===== config.mk =====
export PLATFORM = sky130hd
export DESIGN_NAME = cpu_top
export DESIGN_NICKNAME = d
export VERILOG_FILES = /design/src/common/isa_pkg.sv /design/src/common/ctrl_pkg.sv /design/src/control/control.sv /design/src/control/cpu_fsm.sv /design/src/rtl/inst_counter.sv /design/src/rtl/datapath.sv /design/src/rtl/cpu_top.sv
export SDC_FILE = /design/constraint.sdc
export NUM_CORES = 1
export LEC_CHECK = 0
export BUFFER_PORTS_ARGS = -buffer_cell sky130_fd_sc_hd__buf_2
export CORE_UTILIZATION = 61
export DETAILED_ROUTE_END_ITERATION = 16
export GPL_TIMING_DRIVEN = 0
export PLACE_DENSITY = 0.8
export RECOVER_POWER = 25
export SLEW_MARGIN = 5
export SYNTH_ARGS = -nofsm -noshare
export SYNTH_HDL_FRONTEND = slang
export SYNTH_SLANG_ARGS = --single-unit

===== constraint.sdc =====
create_clock -name clk -period 5.1 [get_ports clk]
set_clock_uncertainty 0.2 [all_clocks]
set_input_delay 1.53 -clock clk [delete_from_list [all_inputs] [get_ports clk]]
set_output_delay 1.53 -clock clk [all_outputs]
set_load 0.02 [all_outputs]

===== src/common/isa_pkg.sv =====
`default_nettype none

package isa_pkg;

    localparam int word_size = 16;

    typedef logic [word_size-1:0] word_t;
    typedef logic [1:0]           reg_idx_t;   // Four registers

    // Instruction field positions
    localparam int opcode_hi = 15;
    localparam int opcode_lo = 12;
    localparam int rs_hi     = 11;
    localparam int rs_lo     = 10;
    localparam int rt_hi     = 9;
    localparam int rt_lo     = 8;
    localparam int rd_hi     = 7;
    localparam int rd_lo     = 6;
    localparam int func_hi   = 5;
    localparam int func_lo   = 0;
    localparam int imm_hi    = 7;
    localparam int imm_lo    = 0;
    localparam int target_hi = 11;   // Low bits of the PC on jmp and jal
    localparam int target_lo = 0;

    // Return address register for jal and jrl
    localparam reg_idx_t link_reg = 2'd2;

    typedef enum logic [3:0] {
        op_bne   = 4'd0,
        op_beq   = 4'd1,
        op_bgz   = 4'd2,
        op_blz   = 4'd3,
        op_adi   = 4'd4,
        op_ori   = 4'd5,
        op_lhi   = 4'd6,
        op_lwd   = 4'd7,
        op_swd   = 4'd8,
        op_jmp   = 4'd9,
        op_jal   = 4'd10,
        op_rtype = 4'd15
    } opcode_e;

    // R-type function codes, ALU ops occupy 0 to 7
    typedef enum logic [5:0] {
        fn_add = 6'd0,
        fn_sub = 6'd1,
        fn_and = 6'd2,
        fn_orr = 6'd3,
        fn_not = 6'd4,
        fn_tcp = 6'd5,
        fn_shl = 6'd6,
        fn_shr = 6'd7,
        fn_jpr = 6'd25,
        fn_jrl = 6'd26,
        fn_wwd = 6'd28,
        fn_hlt = 6'd29
    } func_e;

endpackage

`default_nettype wire


===== src/common/ctrl_pkg.sv =====
`default_nettype none

package ctrl_pkg;
    import isa_pkg::*;

    // Bit 10 down to bit 0, grouped by the stage that consumes each field
    typedef struct packed {
        logic reg_dst;      // Decode
        logic is_jump_i;    // Execute
        logic is_jump_r;
        logic is_alu;
        logic alu_src;
        logic is_branch;    // Memory
        logic mem_read;
        logic mem_write;
        logic mem_to_reg;   // Writeback
        logic reg_write;
        logic wwd;
    } ctrl_word_t;

    // One-hot state encoding
    typedef enum logic [5:0] {
        s_fetch     = 6'b000001,
        s_decode    = 6'b000010,
        s_execute   = 6'b000100,
        s_mem       = 6'b001000,
        s_writeback = 6'b010000,
        s_halted    = 6'b100000
    } cpu_state_e;

    // jal and jrl write the return address
    function automatic logic is_link(input ctrl_word_t c);
        return c.reg_write & (c.is_jump_i | c.is_jump_r);
    endfunction

    function automatic reg_idx_t dest_reg(input ctrl_word_t c, input reg_idx_t rt,
                                          input reg_idx_t rd);
        if (is_link(c))
            return link_reg;
        return c.reg_dst ? rd : rt;
    endfunction

endpackage

`default_nettype wire


===== src/control/control.sv =====
`timescale 1ns/10ps
`default_nettype none

module control import isa_pkg::*, ctrl_pkg::*; (
    input  logic       clk,
    input  logic       rst_n,
    input  logic       decode_en,
    input  word_t      instr,
    output ctrl_word_t ctrl,
    output logic       halt_req
);

    opcode_e    opcode;
    logic [5:0] func_raw;
    ctrl_word_t dec_ctrl;
    logic       dec_halt;

    assign opcode   = opcode_e'(instr[opcode_hi:opcode_lo]);
    assign func_raw = instr[func_hi:func_lo];

    always_comb begin
        dec_ctrl = '0;   // Undefined codes fall through as a no-op
        dec_halt = 1'b0;
        case (opcode)
            op_rtype: begin
                if (func_raw[5:3] == 3'b000) begin   // ALU functions 0 to 7
                    dec_ctrl.reg_dst   = 1'b1;
                    dec_ctrl.is_alu    = 1'b1;
                    dec_ctrl.reg_write = 1'b1;
                end else begin
                    case (func_e'(func_raw))
                        fn_wwd: dec_ctrl.wwd = 1'b1;
                        fn_jpr: dec_ctrl.is_jump_r = 1'b1;
                        fn_jrl: begin
                            dec_ctrl.is_jump_r = 1'b1;
                            dec_ctrl.reg_write = 1'b1;
                        end
                        fn_hlt: dec_halt = 1'b1;   // Control word stays zero
                        default: dec_ctrl = '0;
                    endcase
                end
            end
            op_adi, op_ori, op_lhi: begin
                dec_ctrl.alu_src   = 1'b1;
                dec_ctrl.reg_write = 1'b1;
            end
            op_lwd: begin
                dec_ctrl.alu_src    = 1'b1;
                dec_ctrl.mem_read   = 1'b1;
                dec_ctrl.mem_to_reg = 1'b1;
                dec_ctrl.reg_write  = 1'b1;
            end
            op_swd: begin
                dec_ctrl.alu_src   = 1'b1;
                dec_ctrl.mem_write = 1'b1;
            end
            op_bne, op_beq, op_bgz, op_blz: dec_ctrl.is_branch = 1'b1;
            op_jmp: dec_ctrl.is_jump_i = 1'b1;
            op_jal: begin
                dec_ctrl.is_jump_i = 1'b1;
                dec_ctrl.reg_write = 1'b1;
            end
            default: dec_ctrl = '0;
        endcase
    end

    // Control word holds until the next decode, halt request is a single pulse
    always_ff @(posedge clk or negedge rst_n) begin
        if (!rst_n) begin
            ctrl     <= '0;
            halt_req <= 1'b0;
        end else if (decode_en) begin
            ctrl     <= dec_ctrl;
            halt_req <= dec_halt;
        end else begin
            halt_req <= 1'b0;
        end
    end

endmodule

`default_nettype wire


===== src/control/cpu_fsm.sv =====
`timescale 1ns/10ps
`default_nettype none

module cpu_fsm import ctrl_pkg::*; (
    input  logic       clk,
    input  logic       rst_n,
    input  ctrl_word_t ctrl,
    input  logic       halt_req,
    input  logic       branch_taken,
    output cpu_state_e state,
    output logic       ir_load,
    output logic       decode_en,
    output logic       pc_update,
    output logic       mem_en,
    output logic       wb_en,
    output logic       retire,
    output logic       is_halted
);

    cpu_state_e next_state;
    logic       needs_mem;
    logic       needs_wb;
    logic       last_state;   // Final state of a normal instruction

    assign needs_mem = ctrl.mem_read | ctrl.mem_write;
    assign needs_wb  = ctrl.reg_write | ctrl.wwd;

    always_ff @(posedge clk or negedge rst_n) begin
        if (!rst_n)
            state <= s_fetch;
        else
            state <= next_state;
    end

    always_comb begin
        next_state = state;
        last_state = 1'b0;
        case (state)
            s_fetch:  next_state = s_decode;
            s_decode: next_state = s_execute;
            s_execute: begin
                if (halt_req) begin
                    next_state = s_halted;
                end else if (needs_mem) begin
                    next_state = s_mem;
                end else if (needs_wb) begin
                    next_state = s_writeback;
                end else begin
                    next_state = s_fetch;   // Branches, jmp, jpr and no-ops
                    last_state = 1'b1;
                end
            end
            s_mem: begin
                if (needs_wb) begin
                    next_state = s_writeback;
                end else begin
                    next_state = s_fetch;
                    last_state = 1'b1;
                end
            end
            s_writeback: begin
                next_state = s_fetch;
                last_state = 1'b1;
            end
            s_halted: next_state = s_halted;   // Left only through reset
            default:  next_state = s_fetch;
        endcase
    end

    assign ir_load   = (state == s_fetch);
    assign decode_en = (state == s_decode);
    assign mem_en    = (state == s_mem);
    assign wb_en     = (state == s_writeback);
    assign is_halted = (state == s_halted);

    // Halt retires in execute without moving the PC
    assign retire    = last_state | ((state == s_execute) & halt_req);
    // Taken branch redirects from execute
    assign pc_update = last_state | ((state == s_execute) & branch_taken);

endmodule

`default_nettype wire


===== src/rtl/inst_counter.sv =====
`timescale 1ns/10ps
`default_nettype none

module inst_counter #(
    parameter int count_width = 16
) (
    input  logic                   clk,
    input  logic                   rst_n,
    input  logic                   retire,
    input  logic                   is_halted,
    output logic [count_width-1:0] num_inst
);

    // Wraps at full width, frozen once halted
    always_ff @(posedge clk or negedge rst_n) begin
        if (!rst_n)
            num_inst <= '0;
        else if (retire && !is_halted)
            num_inst <= num_inst + 1'b1;
    end

endmodule

`default_nettype wire


===== src/rtl/datapath.sv =====
`timescale 1ns/10ps
`default_nettype none

module datapath import isa_pkg::*, ctrl_pkg::*; #(
    parameter word_t pc_reset = '0
) (
    input  logic       clk,
    input  logic       rst_n,
    input  ctrl_word_t ctrl,
    input  logic       ir_load,
    input  logic       pc_update,
    input  logic       mem_en,
    input  logic       wb_en,
    input  word_t      i_data,
    input  word_t      d_rdata,
    output word_t      instr,
    output word_t      i_addr,
    output word_t      d_addr,
    output word_t      d_wdata,
    output word_t      output_port,
    output logic       d_we,
    output logic       d_re,
    output logic       output_valid,
    output logic       branch_taken
);

    word_t                pc;
    word_t                pc_plus1;
    word_t                next_pc;
    word_t                ir;
    word_t                rf [0:3];
    word_t                rs_val;
    word_t                rt_val;
    word_t                imm_ext;
    word_t                alu_result;
    word_t                alu_out;   // Result of the execute cycle
    word_t                mdr;       // Load data captured in the memory cycle
    word_t                wb_data;
    reg_idx_t             rs;
    reg_idx_t             rt;
    reg_idx_t             rd;
    reg_idx_t             wb_idx;
    logic [imm_hi:imm_lo] imm;
    opcode_e              opcode;
    func_e                func;
    logic                 cond;

    assign opcode = opcode_e'(ir[opcode_hi:opcode_lo]);
    assign func   = func_e'(ir[func_hi:func_lo]);
    assign rs     = ir[rs_hi:rs_lo];
    assign rt     = ir[rt_hi:rt_lo];
    assign rd     = ir[rd_hi:rd_lo];
    assign imm    = ir[imm_hi:imm_lo];

    assign rs_val = rf[rs];
    assign rt_val = rf[rt];

    always_comb begin
        case (opcode)
            op_ori:  imm_ext = word_t'(imm);                   // Zero extended
            op_lhi:  imm_ext = {imm, 8'h00};
            default: imm_ext = {{8{imm[imm_hi]}}, imm};
        endcase
    end

    always_comb begin
        alu_result = '0;
        if (ctrl.is_alu) begin
            case (func)
                fn_add:  alu_result = rs_val + rt_val;
                fn_sub:  alu_result = rs_val - rt_val;
                fn_and:  alu_result = rs_val & rt_val;
                fn_orr:  alu_result = rs_val | rt_val;
                fn_not:  alu_result = ~rs_val;
                fn_tcp:  alu_result = ~rs_val + word_t'(1);
                fn_shl:  alu_result = {rs_val[word_size-2:0], 1'b0};
                fn_shr:  alu_result = {rs_val[word_size-1], rs_val[word_size-1:1]};   // Arithmetic
                default: alu_result = '0;
            endcase
        end else if (ctrl.alu_src) begin
            case (opcode)
                op_ori:  alu_result = rs_val | imm_ext;
                op_lhi:  alu_result = imm_ext;
                default: alu_result = rs_val + imm_ext;   // adi and memory address
            endcase
        end
    end

    // Branch compare on rs, against rt or zero
    always_comb begin
        case (opcode)
            op_bne:  cond = (rs_val != rt_val);
            op_beq:  cond = (rs_val == rt_val);
            op_bgz:  cond = !rs_val[word_size-1] && (rs_val != '0);
            op_blz:  cond = rs_val[word_size-1];
            default: cond = 1'b0;
        endcase
    end

    assign branch_taken = ctrl.is_branch & cond;
    assign pc_plus1     = pc + word_t'(1);

    always_comb begin
        if (ctrl.is_jump_i)
            next_pc = {pc[word_size-1:target_hi+1], ir[target_hi:target_lo]};
        else if (ctrl.is_jump_r)
            next_pc = rs_val;
        else if (branch_taken)
            next_pc = pc_plus1 + imm_ext;
        else
            next_pc = pc_plus1;
    end

    always_ff @(posedge clk or negedge rst_n) begin
        if (!rst_n)
            pc <= pc_reset;
        else if (pc_update)
            pc <= next_pc;
    end

    always_ff @(posedge clk) begin
        if (ir_load)
            ir <= i_data;
        alu_out <= alu_result;
        if (d_re)
            mdr <= d_rdata;
    end

    // Writeback path
    assign wb_idx = dest_reg(ctrl, rt, rd);

    always_comb begin
        if (is_link(ctrl))
            wb_data = pc_plus1;   // Return address
        else if (ctrl.mem_to_reg)
            wb_data = mdr;
        else
            wb_data = alu_out;
    end

    always_ff @(posedge clk) begin
        if (wb_en && ctrl.reg_write)
            rf[wb_idx] <= wb_data;
    end

    assign instr        = ir;
    assign i_addr       = pc;
    assign d_addr       = alu_out;
    assign d_wdata      = rt_val;
    assign d_we         = mem_en & ctrl.mem_write;
    assign d_re         = mem_en & ctrl.mem_read;
    assign output_port  = rs_val;
    assign output_valid = wb_en & ctrl.wwd;

endmodule

`default_nettype wire


===== src/rtl/cpu_top.sv =====
`timescale 1ns/10ps
`default_nettype none

module cpu_top import isa_pkg::*, ctrl_pkg::*; #(
    parameter word_t pc_reset    = 16'h0000,
    parameter int    count_width = 16
) (
    input  logic                   clk,
    input  logic                   rst_n,
    input  word_t                  i_data,
    input  word_t                  d_rdata,
    output word_t                  i_addr,
    output word_t                  d_addr,
    output word_t                  d_wdata,
    output word_t                  output_port,
    output logic                   d_we,
    output logic                   d_re,
    output logic                   output_valid,
    output logic                   is_halted,
    output logic [count_width-1:0] num_inst
);

    word_t      instr;
    ctrl_word_t ctrl;
    logic       halt_req;
    logic       decode_en;
    logic       ir_load;
    logic       pc_update;
    logic       mem_en;
    logic       wb_en;
    logic       retire;
    logic       branch_taken;

    control u_control (
        .clk       (clk),
        .rst_n     (rst_n),
        .decode_en (decode_en),
        .instr     (instr),
        .ctrl      (ctrl),
        .halt_req  (halt_req)
    );

    cpu_fsm u_fsm (
        .clk          (clk),
        .rst_n        (rst_n),
        .ctrl         (ctrl),
        .halt_req     (halt_req),
        .branch_taken (branch_taken),
        .state        (),
        .ir_load      (ir_load),
        .decode_en    (decode_en),
        .pc_update    (pc_update),
        .mem_en       (mem_en),
        .wb_en        (wb_en),
        .retire       (retire),
        .is_halted    (is_halted)
    );

    inst_counter #(
        .count_width (count_width)
    ) u_counter (
        .clk       (clk),
        .rst_n     (rst_n),
        .retire    (retire),
        .is_halted (is_halted),
        .num_inst  (num_inst)
    );

    datapath #(
        .pc_reset (pc_reset)
    ) u_datapath (
        .clk          (clk),
        .rst_n        (rst_n),
        .ctrl         (ctrl),
        .ir_load      (ir_load),
        .pc_update    (pc_update),
        .mem_en       (mem_en),
        .wb_en        (wb_en),
        .i_data       (i_data),
        .d_rdata      (d_rdata),
        .instr        (instr),
        .i_addr       (i_addr),
        .d_addr       (d_addr),
        .d_wdata      (d_wdata),
        .output_port  (output_port),
        .d_we         (d_we),
        .d_re         (d_re),
        .output_valid (output_valid),
        .branch_taken (branch_taken)
    );

endmodule

`default_nettype wire


==> results.md <==
* CTS buffer count at 17
* Mapped cell area at 12,200 um^2
* Dpl cells at roughly 1,600
* Most common cell after layout, fill and taps aside: nor2_1
* Post-synth top area share at 23.7%
* Max-slew violations at between 40 and 50
* Reg clk slew, reported paths at ~0.080 ns
* WP data required at 5.21 ns
* Area of the multi-input gates at 7170 um^2
* Maximum net fanout on the critical path at 11
* Unrepaired setup endpoints after global routing: yes
* Number of DRC markers in iteration 0 at 1,471
* Grt ovf at 0
* Core area at 19,500 um^2
* Worst Tran Pin Value at approximately 2.6 ns
* Largest net degree at the start of global routing at 49
* Slew margin rel. at -70.5%
* CTS Buffer Depth at 2
* Final setup viols at 0
* First-pass DRT Iterations at 6
* Leak at 0.00578 uW
* Post-Route M1 WL at between 15,000 and 20,000 um
* Commonest cells after routing, fill and taps aside: 123 x nor2_1, 120 x buf_2, 104 x nand2_1
* Highest routed metal layer: met5
* Filler cell count at 1,453
* Initial antenna violation count at 5
* Hold Startpoint: u_counter.num_inst[15]
* Final instance area at 13,900 um^2
* Top Ports at 118
* Rows at 51
* CP Capture Type: register
* Worst setup SP type: register
* Layout cells sized above 1 at 17.6%
* Violated checks: capacitance limit, slew limit
* Drc violations at 0
* Die Span Y at roughly 140 um
* Total die area at approximately 20,000 um^2
* Area contributors post-synth: edfxtp_1 24%, ha_1 10%, dfrtp_1 9.7%, mux4_2 5.7%, nor2_1 3.9%
* Register area at 4490 um^2
* CP Class: reg -> reg
* Final setup TNS at 0 ns
* Non-Filler Instances at 1,691
* DR WL met2 at 18,100 um
* Syn Nets at 1,397
* Mapped Avg Cell Area at 9.63 um^2
* Yosys warning count at 0
* First-pass GRT wire length at 60,800 um
* H-tree depth at 4
* Final hold violation count at 0
* Starting Density at 62.3%
* Post-synth EDFFs at 96
* HP Class: reg -> reg
* Crit path time final at a little over 5 ns
* Port Buffer Count at 117
* DR WL/cell at 24.7 um
* DR vias at 11,385
* Layout area overhead at 14.2%
* Clock tree from TritonCTS: done
* Pwr dens at 740 nW/um^2
* Clock latency on the worst-skew pair at 0.44 ns
* Global Route Usage Sum at 41.1%
* Tcrit/Tclk final at 99.3%
* Via/cell ratio at 6.73
* Arr. time, crit path at a little over 5 ns
* Vias in the first global route at 10,248
* HPWL Detailed at approximately 30,000 um
* Final ANT Viol Nets at 0
* DR WL met3 at 5360 um
* Worst VDD drop at around 0.45 mV
* Post-layout nets at 1,546
* Seq cells post-synth at 164
* Unique masters post-synth at 84
* Clk sink count at 164
* Horiz. Die Dim at around 140 um
* Peak Freq at 198 MHz
* Status: finished, violations left
* Clock root cell: clkbuf_16
* Gp weighted congestion at 0.999
* Post-synthesis sequential area ratio at 36.9%
* Max-Cap Viols at 1
* Main flop type after synthesis: edfxtp_1
* Post-Route WL at 41,700 um
* Syn Inst Count at 1,262
* Placed Area at 13,100 um^2
* Hold_buf cts at 0
* Ys async rst share at slightly below 30%
* Yosys top cell by area: edfxtp_1
stage by stage:
stage,hold slack [ns],total power (uW),util [%],setup slack [ns]
global route,0.310,10800,71.1,-0.0527
floorplan,0.251,6640,-,0.460
CTS,0.285,9880,70.4,0.000199
detailed placement,0.270,8520,67.3,-0.677
global placement,0.256,8440,67.0,-0.604
finish,0.278,10300,71.1,0.0369
repair_timing:
action | CTS | global route
endpoints found under the setup margin | 25 | 22
gates cloned | 0 | 1
resized for setup | 7 | 11
buffers inserted | 0 | 12
synth_stat cells (all sizes together) (17+ instances only):
cell type,count
nand2,105
o21ai,62
mux2,18
edfxtp,96
a21oi,80
buf,17
o22ai,19
ha,97
o211ai,23
xnor2,53
mux2i,28
nand3,32
nor3,24
xor2,20
mux4,32
dfrtp,47
clkbuf,49
nor2,126
inv,75
dfxtp,20
flip-flops by register name (all words and copies together) (netlist names), named ones only:
register,flops
u_datapath.mdr,16
u_control.ctrl,9
u_datapath.rf,64
u_datapath.i_addr,16
u_datapath.d_addr,16
u_datapath.instr,16
u_counter.num_inst,16
u_fsm.state,6
u_control.halt_req,1
power by group:
| part | switching, uW | internal, uW | total (uW) |
|---|---|---|---|
| Sequential | 312 | 1720 | 2030 |
| Combinational | 4370 | 2570 | 6940 |
| Clock | 639 | 655 | 1290 |
critical path, cell delays in order, from the launching register on:
cell	delay (ns)
dfxtp_1	0.44
buf_6	0.21
buf_8	0.21
mux4_2	0.68
clkinvlp_4	0.21
ha_1	0.25
clkbuf_1	0.21
nor4_2	0.33
nand4_1	0.30
o311a_1	0.37
a211o_2	0.40
nand2_4	0.17
buf_6	0.17
mux2_1	0.35
mux2i_1	0.29
o211ai_1	0.14
path summary, 6_finish.rpt:
path                                               end  slack (ns)  depth (start not counted)
worst max-delay path              u_datapath.i_addr[9]        0.04                         15
worst min-delay path            u_counter.num_inst[15]        0.28                          1
worst max register to register    u_datapath.i_addr[9]        0.04                         15
worst min register to register  u_counter.num_inst[15]        0.28                          1
max in group asynchronous         u_datapath.i_addr[0]        1.57                          1
min in group asynchronous            u_control.ctrl[6]        1.68                          1
per-layer routing:
layer  track usage, %  vias to the layer above
li1                 -                     4975
met1             56.2                     5378
met2             61.3                      859
met3             9.93                      171
met4             19.5                        2
met5                0                        -
area by class of cell:
type	count	share of cell area, %
flip-flops and latches	164	32.3
plain buffers	62	2.08
repair buffers	133	5.20
clock inverters	15	1.16
multi-input cells	957	51.7
well taps	265	2.39
diodes	2	0.0361
clock buffers	17	3.06
inverters	76	2.08
cells by family after synthesis:
| group | Yosys count | share of synthesized area (%) |
|---|---|---|
| XOR/XNOR | 73 | 5.26 |
| flip-flops | 164 | 36.9 |
| multiplexers | 78 | 9.93 |
| AO/OA/AOI/OAI | 318 | 17.5 |
| buffers and inverters | 142 | 4.79 |
| AND/OR/NAND/NOR | 386 | 15.0 |
| adder cells (fa/ha/maj) | 101 | 10.6 |
No activity file was read; power rests on OpenSTA's default activity.
